### src/fifo_bridge_config.svh
`ifndef FIFO_BRIDGE_CONFIG_SVH
`define FIFO_BRIDGE_CONFIG_SVH

//////////////////////////////
// Bus widths
//////////////////////////////

// AW address, wide enough for the three targets
`define BRIDGE_ADDR_W 6
// One W beat maps to one core FIFO word
`define BRIDGE_DATA_W 128
`define BRIDGE_ID_W 16

//////////////////////////////
// Write target map
//////////////////////////////

`define BRIDGE_ADDR_FIFO 6'h00
`define BRIDGE_ADDR_FLUSH 6'h10
`define BRIDGE_ADDR_DAC 6'h20

// B channel codes
`define BRIDGE_RESP_OKAY 2'd0
`define BRIDGE_RESP_SLVERR 2'd2

`endif

### src/fifo_bridge_pkg.sv
`include "fifo_bridge_config.svh"

package fifo_bridge_pkg;

    //////////////////////////////
    // Bus field types
    //////////////////////////////

    typedef logic [`BRIDGE_ADDR_W-1:0] axi_addr_t;
    // Also the core FIFO word
    typedef logic [`BRIDGE_DATA_W-1:0] axi_data_t;
    typedef logic [`BRIDGE_ID_W-1:0] axi_id_t;
    typedef logic [1:0] axi_resp_t;

    //////////////////////////////
    // Write FSM
    //////////////////////////////

    // One beat state per target, plus discard and response wait
    typedef enum logic [2:0] {
        W_IDLE,
        W_FIFO,
        W_FLUSH,
        W_DAC,
        W_DROP,
        W_RESP
    } wr_state_t;

endpackage

### src/axi_fifo_bridge.sv
module axi_fifo_bridge import fifo_bridge_pkg::*; (
    input  logic      s_axi_aclk,
    input  logic      s_axi_aresetn,
    // AW channel
    input  axi_addr_t s_axi_awaddr,
    input  axi_id_t   s_axi_awid,
    input  logic      s_axi_awvalid,
    output logic      s_axi_awready,
    // W channel
    input  axi_data_t s_axi_wdata,
    input  logic      s_axi_wvalid,
    input  logic      s_axi_wlast,
    output logic      s_axi_wready,
    // B channel
    input  logic      s_axi_bready,
    output logic      s_axi_bvalid,
    output axi_resp_t s_axi_bresp,
    output axi_id_t   s_axi_bid,
    // Signal-generation core
    output axi_data_t core_fifo_din,
    output logic      core_fifo_write,
    output logic      core_flush,
    input  logic      core_full,
    output logic      dac_mode,
    output logic      core_reset
);

    // Beat strobes
    logic      fifo_beat;
    logic      flush_beat;
    logic      dac_beat;
    axi_data_t beat_data;
    // Response path
    logic      resp_req;
    logic      resp_err;
    axi_id_t   resp_id;
    logic      resp_done;

    //////////////////////////////
    // Write controller
    //////////////////////////////

    axi_write_ctrl u_write_ctrl (
        .s_axi_aclk    (s_axi_aclk),
        .s_axi_aresetn (s_axi_aresetn),
        .awaddr        (s_axi_awaddr),
        .awid          (s_axi_awid),
        .awvalid       (s_axi_awvalid),
        .awready       (s_axi_awready),
        .wdata         (s_axi_wdata),
        .wvalid        (s_axi_wvalid),
        .wlast         (s_axi_wlast),
        .wready        (s_axi_wready),
        .core_full     (core_full),
        .fifo_beat     (fifo_beat),
        .flush_beat    (flush_beat),
        .dac_beat      (dac_beat),
        .beat_data     (beat_data),
        .resp_req      (resp_req),
        .resp_err      (resp_err),
        .resp_id       (resp_id),
        .resp_done     (resp_done)
    );

    //////////////////////////////
    // Core outputs and B channel
    //////////////////////////////

    core_port u_core_port (
        .s_axi_aclk    (s_axi_aclk),
        .s_axi_aresetn (s_axi_aresetn),
        .fifo_beat     (fifo_beat),
        .flush_beat    (flush_beat),
        .dac_beat      (dac_beat),
        .beat_data     (beat_data),
        .fifo_din      (core_fifo_din),
        .fifo_write    (core_fifo_write),
        .flush         (core_flush),
        .dac_mode      (dac_mode),
        .core_reset    (core_reset)
    );

    bresp_gen u_bresp_gen (
        .s_axi_aclk    (s_axi_aclk),
        .s_axi_aresetn (s_axi_aresetn),
        .resp_req      (resp_req),
        .resp_err      (resp_err),
        .resp_id       (resp_id),
        .bvalid        (s_axi_bvalid),
        .bresp         (s_axi_bresp),
        .bid           (s_axi_bid),
        .bready        (s_axi_bready),
        .resp_done     (resp_done)
    );

endmodule

### src/axi_write_ctrl.sv
`include "fifo_bridge_config.svh"

module axi_write_ctrl import fifo_bridge_pkg::*; (
    input  logic      s_axi_aclk,
    input  logic      s_axi_aresetn,
    // AW channel
    input  axi_addr_t awaddr,
    input  axi_id_t   awid,
    input  logic      awvalid,
    output logic      awready,
    // W channel
    input  axi_data_t wdata,
    input  logic      wvalid,
    input  logic      wlast,
    output logic      wready,
    // Core back-pressure
    input  logic      core_full,
    // Beat strobes toward core_port
    output logic      fifo_beat,
    output logic      flush_beat,
    output logic      dac_beat,
    output axi_data_t beat_data,
    // Response request toward bresp_gen
    output logic      resp_req,
    output logic      resp_err,
    output axi_id_t   resp_id,
    input  logic      resp_done
);

    wr_state_t state;
    wr_state_t aw_target;
    logic      aw_xfer;
    logic      w_xfer;

    //////////////////////////////
    // Handshakes
    //////////////////////////////

    // AW only taken between transactions
    assign awready = (state == W_IDLE);
    assign aw_xfer = awvalid && awready;

    always_comb begin
        case (state)
            // Stall FIFO beats while the core is full
            W_FIFO: wready = !core_full;
            // Other targets never stall
            W_FLUSH, W_DAC, W_DROP: wready = 1'b1;
            default: wready = 1'b0;
        endcase
    end

    assign w_xfer = wvalid && wready;

    // Address decode, unknown addresses go to discard
    always_comb begin
        case (awaddr)
            `BRIDGE_ADDR_FIFO: aw_target = W_FIFO;
            `BRIDGE_ADDR_FLUSH: aw_target = W_FLUSH;
            `BRIDGE_ADDR_DAC: aw_target = W_DAC;
            default: aw_target = W_DROP;
        endcase
    end

    //////////////////////////////
    // Write FSM
    //////////////////////////////

    always_ff @(posedge s_axi_aclk) begin
        if (!s_axi_aresetn) begin
            state <= W_IDLE;
        end else begin
            case (state)
                W_IDLE: begin
                    if (aw_xfer) begin
                        state <= aw_target;
                    end
                end
                W_FIFO, W_FLUSH, W_DAC, W_DROP: begin
                    // Burst ends on wlast, AW length not tracked
                    if (w_xfer && wlast) begin
                        state <= W_RESP;
                    end
                end
                W_RESP: begin
                    // Hold off AW until the B transfer
                    if (resp_done) begin
                        state <= W_IDLE;
                    end
                end
                default: state <= W_IDLE;
            endcase
        end
    end

    // Per-target beat strobes, same cycle as the W transfer
    assign fifo_beat  = w_xfer && (state == W_FIFO);
    assign flush_beat = w_xfer && (state == W_FLUSH);
    assign dac_beat   = w_xfer && (state == W_DAC);
    assign beat_data  = wdata;

    //////////////////////////////
    // Response request
    //////////////////////////////

    always_ff @(posedge s_axi_aclk) begin
        if (!s_axi_aresetn) begin
            resp_req <= 1'b0;
        end else begin
            resp_req <= w_xfer && wlast;
        end
    end

    // Id and error flag captured with AW, stable through W_RESP
    always_ff @(posedge s_axi_aclk) begin
        if (aw_xfer) begin
            resp_id  <= awid;
            resp_err <= (aw_target == W_DROP);
        end
    end

    //////////////////////////////
    // Checks
    //////////////////////////////

    a_one_strobe: assert property (@(posedge s_axi_aclk) disable iff (!s_axi_aresetn)
        $onehot0({fifo_beat, flush_beat, dac_beat}));

    // A beat never lands once the burst has closed
    a_strobe_state: assert property (@(posedge s_axi_aclk) disable iff (!s_axi_aresetn)
        (fifo_beat || flush_beat || dac_beat) |-> !$past(w_xfer && wlast));

    a_ready_excl: assert property (@(posedge s_axi_aclk) disable iff (!s_axi_aresetn)
        !(awready && wready));

endmodule

### src/bresp_gen.sv
`include "fifo_bridge_config.svh"

module bresp_gen import fifo_bridge_pkg::*; (
    input  logic      s_axi_aclk,
    input  logic      s_axi_aresetn,
    // Request from the write controller
    input  logic      resp_req,
    input  logic      resp_err,
    input  axi_id_t   resp_id,
    // B channel
    output logic      bvalid,
    output axi_resp_t bresp,
    output axi_id_t   bid,
    input  logic      bready,
    // Completion back to the controller
    output logic      resp_done
);

    //////////////////////////////
    // B channel register
    //////////////////////////////

    // Assert first, drop after the cycle with bready
    always_ff @(posedge s_axi_aclk) begin
        if (!s_axi_aresetn) begin
            bvalid <= 1'b0;
        end else if (resp_req) begin
            bvalid <= 1'b1;
        end else if (bready) begin
            bvalid <= 1'b0;
        end
    end

    // Code and id only change on a new request
    always_ff @(posedge s_axi_aclk) begin
        if (resp_req) begin
            bresp <= resp_err ? `BRIDGE_RESP_SLVERR : `BRIDGE_RESP_OKAY;
            bid   <= resp_id;
        end
    end

    assign resp_done = bvalid && bready;

    //////////////////////////////
    // Checks
    //////////////////////////////

    a_b_hold: assert property (@(posedge s_axi_aclk) disable iff (!s_axi_aresetn)
        (bvalid && !bready) |=> (bvalid && $stable(bresp) && $stable(bid)));

endmodule

### src/core_port.sv
module core_port import fifo_bridge_pkg::*; (
    input  logic      s_axi_aclk,
    input  logic      s_axi_aresetn,
    // Beat strobes from the write controller
    input  logic      fifo_beat,
    input  logic      flush_beat,
    input  logic      dac_beat,
    input  axi_data_t beat_data,
    // Core side
    output axi_data_t fifo_din,
    output logic      fifo_write,
    output logic      flush,
    output logic      dac_mode,
    output logic      core_reset
);

    //////////////////////////////
    // FIFO push
    //////////////////////////////

    // Word only loaded on an accepted beat
    always_ff @(posedge s_axi_aclk) begin
        if (fifo_beat) begin
            fifo_din <= beat_data;
        end
    end

    // One write pulse per beat, aligned with fifo_din
    always_ff @(posedge s_axi_aclk) begin
        if (!s_axi_aresetn) begin
            fifo_write <= 1'b0;
        end else begin
            fifo_write <= fifo_beat;
        end
    end

    //////////////////////////////
    // Flush and DAC mode
    //////////////////////////////

    // Pulse per flush beat with bit 0 set
    always_ff @(posedge s_axi_aclk) begin
        if (!s_axi_aresetn) begin
            flush <= 1'b0;
        end else begin
            flush <= flush_beat && beat_data[0];
        end
    end

    // Level follows bit 0, both set and clear
    always_ff @(posedge s_axi_aclk) begin
        if (!s_axi_aresetn) begin
            dac_mode <= 1'b0;
        end else if (dac_beat) begin
            dac_mode <= beat_data[0];
        end
    end

    //////////////////////////////
    // Core reset
    //////////////////////////////

    // Registered copy of the inverted bus reset
    always_ff @(posedge s_axi_aclk) begin
        if (!s_axi_aresetn) begin
            core_reset <= 1'b1;
        end else begin
            core_reset <= 1'b0;
        end
    end

    //////////////////////////////
    // Checks
    //////////////////////////////

    a_write_flush_excl: assert property (@(posedge s_axi_aclk) disable iff (!s_axi_aresetn)
        !(fifo_write && flush));

    a_core_reset: assert property (@(posedge s_axi_aclk)
        !s_axi_aresetn |=> core_reset);

endmodule

### config.mk
export PLATFORM = sky130hd
export DESIGN_NAME = axi_fifo_bridge
export DESIGN_NICKNAME = d
export VERILOG_FILES = /design/src/fifo_bridge_pkg.sv /design/src/axi_fifo_bridge.sv /design/src/axi_write_ctrl.sv /design/src/bresp_gen.sv /design/src/core_port.sv
export VERILOG_INCLUDE_DIRS = /design/src
export SDC_FILE = /design/constraint.sdc
export NUM_CORES = 1
export LEC_CHECK = 0
export ABC_CLOCK_PERIOD_IN_PS = 18300
export BUFFER_PORTS_ARGS = -buffer_cell sky130_fd_sc_hd__buf_2
export CAP_MARGIN = 20
export CORE_AREA = 3 3 119 121
export DETAILED_ROUTE_END_ITERATION = 16
export DIE_AREA = 0 0 122 124
export PLACE_DENSITY = 0.74
export SLEW_MARGIN = 20
export SYNTH_ARGS = -nofsm -noshare
export SYNTH_HDL_FRONTEND = slang
export SYNTH_SLANG_ARGS = --single-unit
### constraint.sdc
create_clock -name s_axi_aclk -period 18.3 [get_ports s_axi_aclk]
set_input_delay 4.575 -clock s_axi_aclk [delete_from_list [all_inputs] [get_ports s_axi_aclk]]
set_output_delay 4.575 -clock s_axi_aclk [all_outputs]
set_load 0.05 [all_outputs]
Yosys cells after proc, flatten, opt, wreduce, memory -nomap -nowiden. Cells that the tools add are included.

Register bits: 172. Input port bits: 157. Logic and storage cells: 48.

Equal/unequal tests: 11. Muxes and demuxes: 10. Reduce and logical (&&, ||, !) cells: 15.

Operators by type and width (count): 3-bit case mux with 3 select lines (2); 3-bit == test (second input constant) (3); 3-bit 2-to-1 mux (3); 1-bit logical AND (8); 3-bit by 2-bit == test with 1-bit output (second input constant) (2); 6-bit by 5-bit == test with 1-bit output (second input constant) (1); 6-bit == test (second input constant) (1); 6-bit logical NOT (1); 2-bit inequality test (second input constant) (2); 4-bit OR reduction (1); 3-bit by 1-bit == test with 1-bit output (second input constant) (1); 3-bit logical NOT (1); 1-bit 2-to-1 mux (3); 3-bit AND reduction (1); 3-bit OR reduction (1); 2-bit 2-to-1 mux (1); 2-bit by 1-bit inequality test with 1-bit output (second input constant) (1); 1-bit case mux with 2 select lines (1); 2-bit nonzero test (1); 1-bit logical NOT (1).

Depth between registers and ports, before layout.
Word-level depth: 7. Depth in mapped cells: 5.

Hierarchy. A second synthesis with hierarchy kept.

Cell total of the unflattened synthesis: 351. Area, all modules: 6358.6 sq um.

Modules (own cells, without submodules): core_port (area each 3953.8 sq um, seq. area each 3923.8 sq um, times used 1, cells an instance 137); axi_write_ctrl (area each 1841.8 sq um, seq. area each 590.6 sq um, times used 1, cells an instance 191); bresp_gen (area each 563.0 sq um, seq. area each 530.5 sq um, times used 1, cells an instance 23).

Worst setup path before layout. OpenSTA, ideal clock, no wires.

Kind: input -> register. From: input s_axi_wvalid. To: register u_core_port.fifo_din[0], enable pin. Path slack: 3.435 ns. Cell stages on the path: 2. Library setup time: 0.798 ns. Path buffers: 0. Data required time: 17.502 ns. Data arrival time: 14.067 ns. Cell sequence: nor2b_1 > nor3b_1.

Word-level cells in the longest chain between the ends: 2.

RTL lines: start, declared (line axi_fifo_bridge.sv:11) `input logic s_axi_wvalid,`; 1-bit logical AND (line axi_write_ctrl.sv:53) `assign w_xfer = wvalid && wready;`; 1-bit logical AND (line axi_write_ctrl.sv:97) `assign fifo_beat = w_xfer && (state == W_FIFO);`; net fifo_beat (line axi_fifo_bridge.sv:29) `logic fifo_beat;`; end signal, assigned (line core_port.sv:24) `fifo_din <= beat_data;`; end, declared (line core_port.sv:10) `output axi_data_t fifo_din,`.

The timed path passes the listed nets, and every way through them passes these cells. A chain may end at the register's enable or synchronous reset.

Worst setup path in the final report.
From: input core_full. To: output s_axi_wready.

Word-level cells in the longest chain between the ends: 2.

RTL lines: start, declared (line axi_fifo_bridge.sv:23) `input logic core_full,`; 1-bit logical NOT (line axi_write_ctrl.sv:46) `W_FIFO: wready = !core_full;`; 1-bit case mux with 2 select lines (line axi_write_ctrl.sv:44) `case (state)`; end, declared (line axi_fifo_bridge.sv:13) `output logic s_axi_wready,`.

Every way passes these cells.

==> summary.txt <==
Logic synthesis
  • Syn avg cell area: around 24 um2
  • Synth Warn #: 0
  • Share of the synthesized area in the top cell type: 91.35%
  • Asr flop ratio synth: 0%
  • Syn Std Cell Area: around 5300 um2
  • Sequential area share after synthesis: 94.74%
  • Flops & latches, synth: ~170
  • Largest family of logic cells by synthesized area: simple AND/OR/NAND/NOR gates
  • Share of cell area taken by muxes after synthesis: 0.1880%
  • Post-Synth XOR/XNOR Area: less than 1%
  • Cell taking the most area after synthesis: edfxtp_1
  • Synth unique cells: 30
  • Post-synth top flop: edfxtp_1
  • Area contributors post-synth: edfxtp_1 91%, dfxtp_1 3.4%, nor2_1 0.42%
  • Post-synth top cells: 162 x edfxtp_1, 9 x dfxtp_1, 6 x nor2_1
  • Post-synth EDFFs: 162
  • Adder-cell share of the synthesized area: 0%
  • Simple-gate share of the synthesized area: about 2.5%
  • Cells after Synth: 220
  • Count leader, synth: edfxtp_1
  • Syn_nets: roughly 380
  • Synth Area in Compound Gates: between 1.5 and 2%

Timing
  • Highest Clock Rate: a little over 0.1 GHz
  • Least-Margin Pin Slew: ~1.0 ns
  • Hold Slack: 0.4144 ns
  • Setup TNS: 0 ns
  • Clk_skew: ~0.011 ns
  • RSZ-0062 raised after global routing: false
  • Post-layout min period: 9.918 ns
  • Final Hold Fails: 0
  • Max_slew headroom: a little under a third
  • Period utilisation layout: 54.20%
  • Fin. max-slew vios: 0
  • Final setup vio count: 0

Floorplanning
  • Core Area: between 10,000 and 15,000 um2
  • Core Rows: 42
  • Die area: ~15,000 um2
  • Die height: 124 um
  • Ports: 310
  • Die Wd: between 100 and 150 um
  • Initial Util: 40.37%

CTS
  • Clock latency on the worst-skew pair: between 0.4 and 0.5 ns
  • CTS clk-pin slew, worst paths: approximately 0.060 ns
  • H-tree depth: 4
  • Clk buf depth: 2
  • CTS tree: yes
  • Post CTS Setup Buffer Count: 0
  • Hold_buf cts: 0
  • CTS resizes: 0
  • CTS Buf Count: 17
  • Clock sink count: between 150 and 200
  • CTS root buffer: clkbuf_16

Global route
  • Initial antenna violation count: 2
  • Total gr overflow: 0
  • Largest net degree at the start of global routing: 87
  • Tot GR Track Use: about 16%
  • First-pass GRT wire length: roughly 17,000 um
  • Vias in the first global route: 3,160

Place
  • PortBufs: 308
  • DP HPWL: ~10000 um
  • Final Wtd Congestion: around 0.80

Finish
  • Synthesis-to-finish area growth: 43.09%
  • Nets: 702
  • Layout cells sized above 1: between 60% and 70%

Worst setup path
  • WP data arrival: about 5.3 ns
  • Setup crit end kind: output port
  • Element type at the critical path start: input port
  • CP required: around 14 ns
  • Crit path kind: in -> out
  • CP Max Fanout: 3

Run status
  • Status: completed

Drt
  • DR vias: between 3,000 and 4,000
  • WL met1: roughly 4500 um
  • Per-cell routed wire length: 17.27 um
  • DR vias/cell: 4.419
  • DR WL met3: about 1100 um
  • DRC: 0
  • Post-DRT Antenna Nets: 0
  • DRT Wirelength: about 13,000 um
  • First-pass iteration count of the detailed router: 4
  • 1st-iter DRT viols: around 160
  • Uppermost layer routed: met4
  • Met2 wire len: a little under 7000 um

Worst hold path
  • Hold Path Class: reg -> reg

Pwr
  • Max VDD drop: 0.07093 mV
  • Power per cell area: ~120 nW/um2
  • Leak: between 3 and 4 nW

Flow run
  • Max_cap viols: 0
## state kept, by name, summed over array words and instances, names as in the netlist
| name | flops |
|---|---|
| u_core_port.core_reset | 1 |
| u_write_ctrl.state | 3 |
| u_write_ctrl.resp_err | 1 |
| u_write_ctrl.resp_id | 16 |
| u_core_port.flush | 1 |
| u_core_port.dac_mode | 1 |
| u_core_port.fifo_write | 1 |
| u_write_ctrl.resp_req | 1 |
| u_bresp_gen.bid | 16 |
| u_core_port.fifo_din | 128 |
| u_bresp_gen.bvalid | 1 |
| u_bresp_gen.bresp | 1 |
## worst paths after layout
kind | start | endpoint | slack (ns) | depth (start not counted)
hold reg to reg | u_write_ctrl.resp_id[5] | u_bresp_gen.bid[5] | 0.41 | 0
hold / removal | u_write_ctrl.resp_id[5] | u_bresp_gen.bid[5] | 0.41 | 0
setup reg to reg | u_write_ctrl.state[0] | u_core_port.fifo_din[120] | 15.62 | 4
setup / recovery | core_full | s_axi_wready | 8.38 | 4
## where the power goes
part | switching, mW | total, mW | internal, mW
clock | 0.142 | 0.315 | 0.173
sequential | 0.0110 | 0.477 | 0.466
combinational | 0.107 | 0.139 | 0.0324
total | 0.260 | 0.932 | 0.672
## kinds of logic (layout without fill, tap and decap cells)
kind of cell / Yosys count / count (layout)
other cells: 1 / 4
flops: 171 / 171
xor+xnor: 1 / 1
buf+inv: 7 / 345
compound gates: 13 / 13
mux: 1 / 1
simple gates: 26 / 26
## cell usage in the layout, fill, tap and decap left out, drive strengths merged, types with 2 or more instances in the layout
cell        n
nor3b       2
clkinv      7
edfxtp    162
dfxtp       9
nor2b       2
nor2        6
buf       310
a21oi       4
clkbuf     18
inv         6
diode       3
clkinvlp    4
nor3        4
nand2       5
nand3       3
## final cells by class
| class | count | area (um2) |
|---|---|---|
| Timing Repair Buffer | 310 | 1556 |
| Tap cell | 176 | 220.2 |
| Inverter | 3 | 11.26 |
| Antenna cell | 3 | 7.507 |
| Clock buffer | 18 | 429.2 |
| Multi-Input combinational cell | 42 | 254.0 |
| Sequential cell | 171 | 5045 |
| Fill cell | 1019 | 5570 |
| Clock inverter | 14 | 96.34 |
## stage by stage
stage	worst slack, ns	utilization (%)	cells	total power [mW]	cell area [um2]
after floorplan	3.435	-	220	0.5881	5325
after global placement	8.400	53.73	702	0.6218	7087
after detailed placement	8.382	53.73	702	0.6257	7087
after CTS	8.376	57.71	734	0.9409	7612
after global routing	8.330	57.75	736	0.9678	7617
final	8.382	57.77	737	0.9317	7620
## metal layers
metal | global-route usage, % | vias up
met5 | 0 | -
met4 | 8.613 | 0
met3 | 5.858 | 22
met2 | 26.80 | 174
met1 | 16.85 | 1541
li1 | - | 1520
## critical path, cell delays in order
cell and delay, ns:
buf_2 0.10, nand2b_1 0.17, a2bb2oi_1 0.20, buf_2 0.29
(Power assumes the default switching activity.)
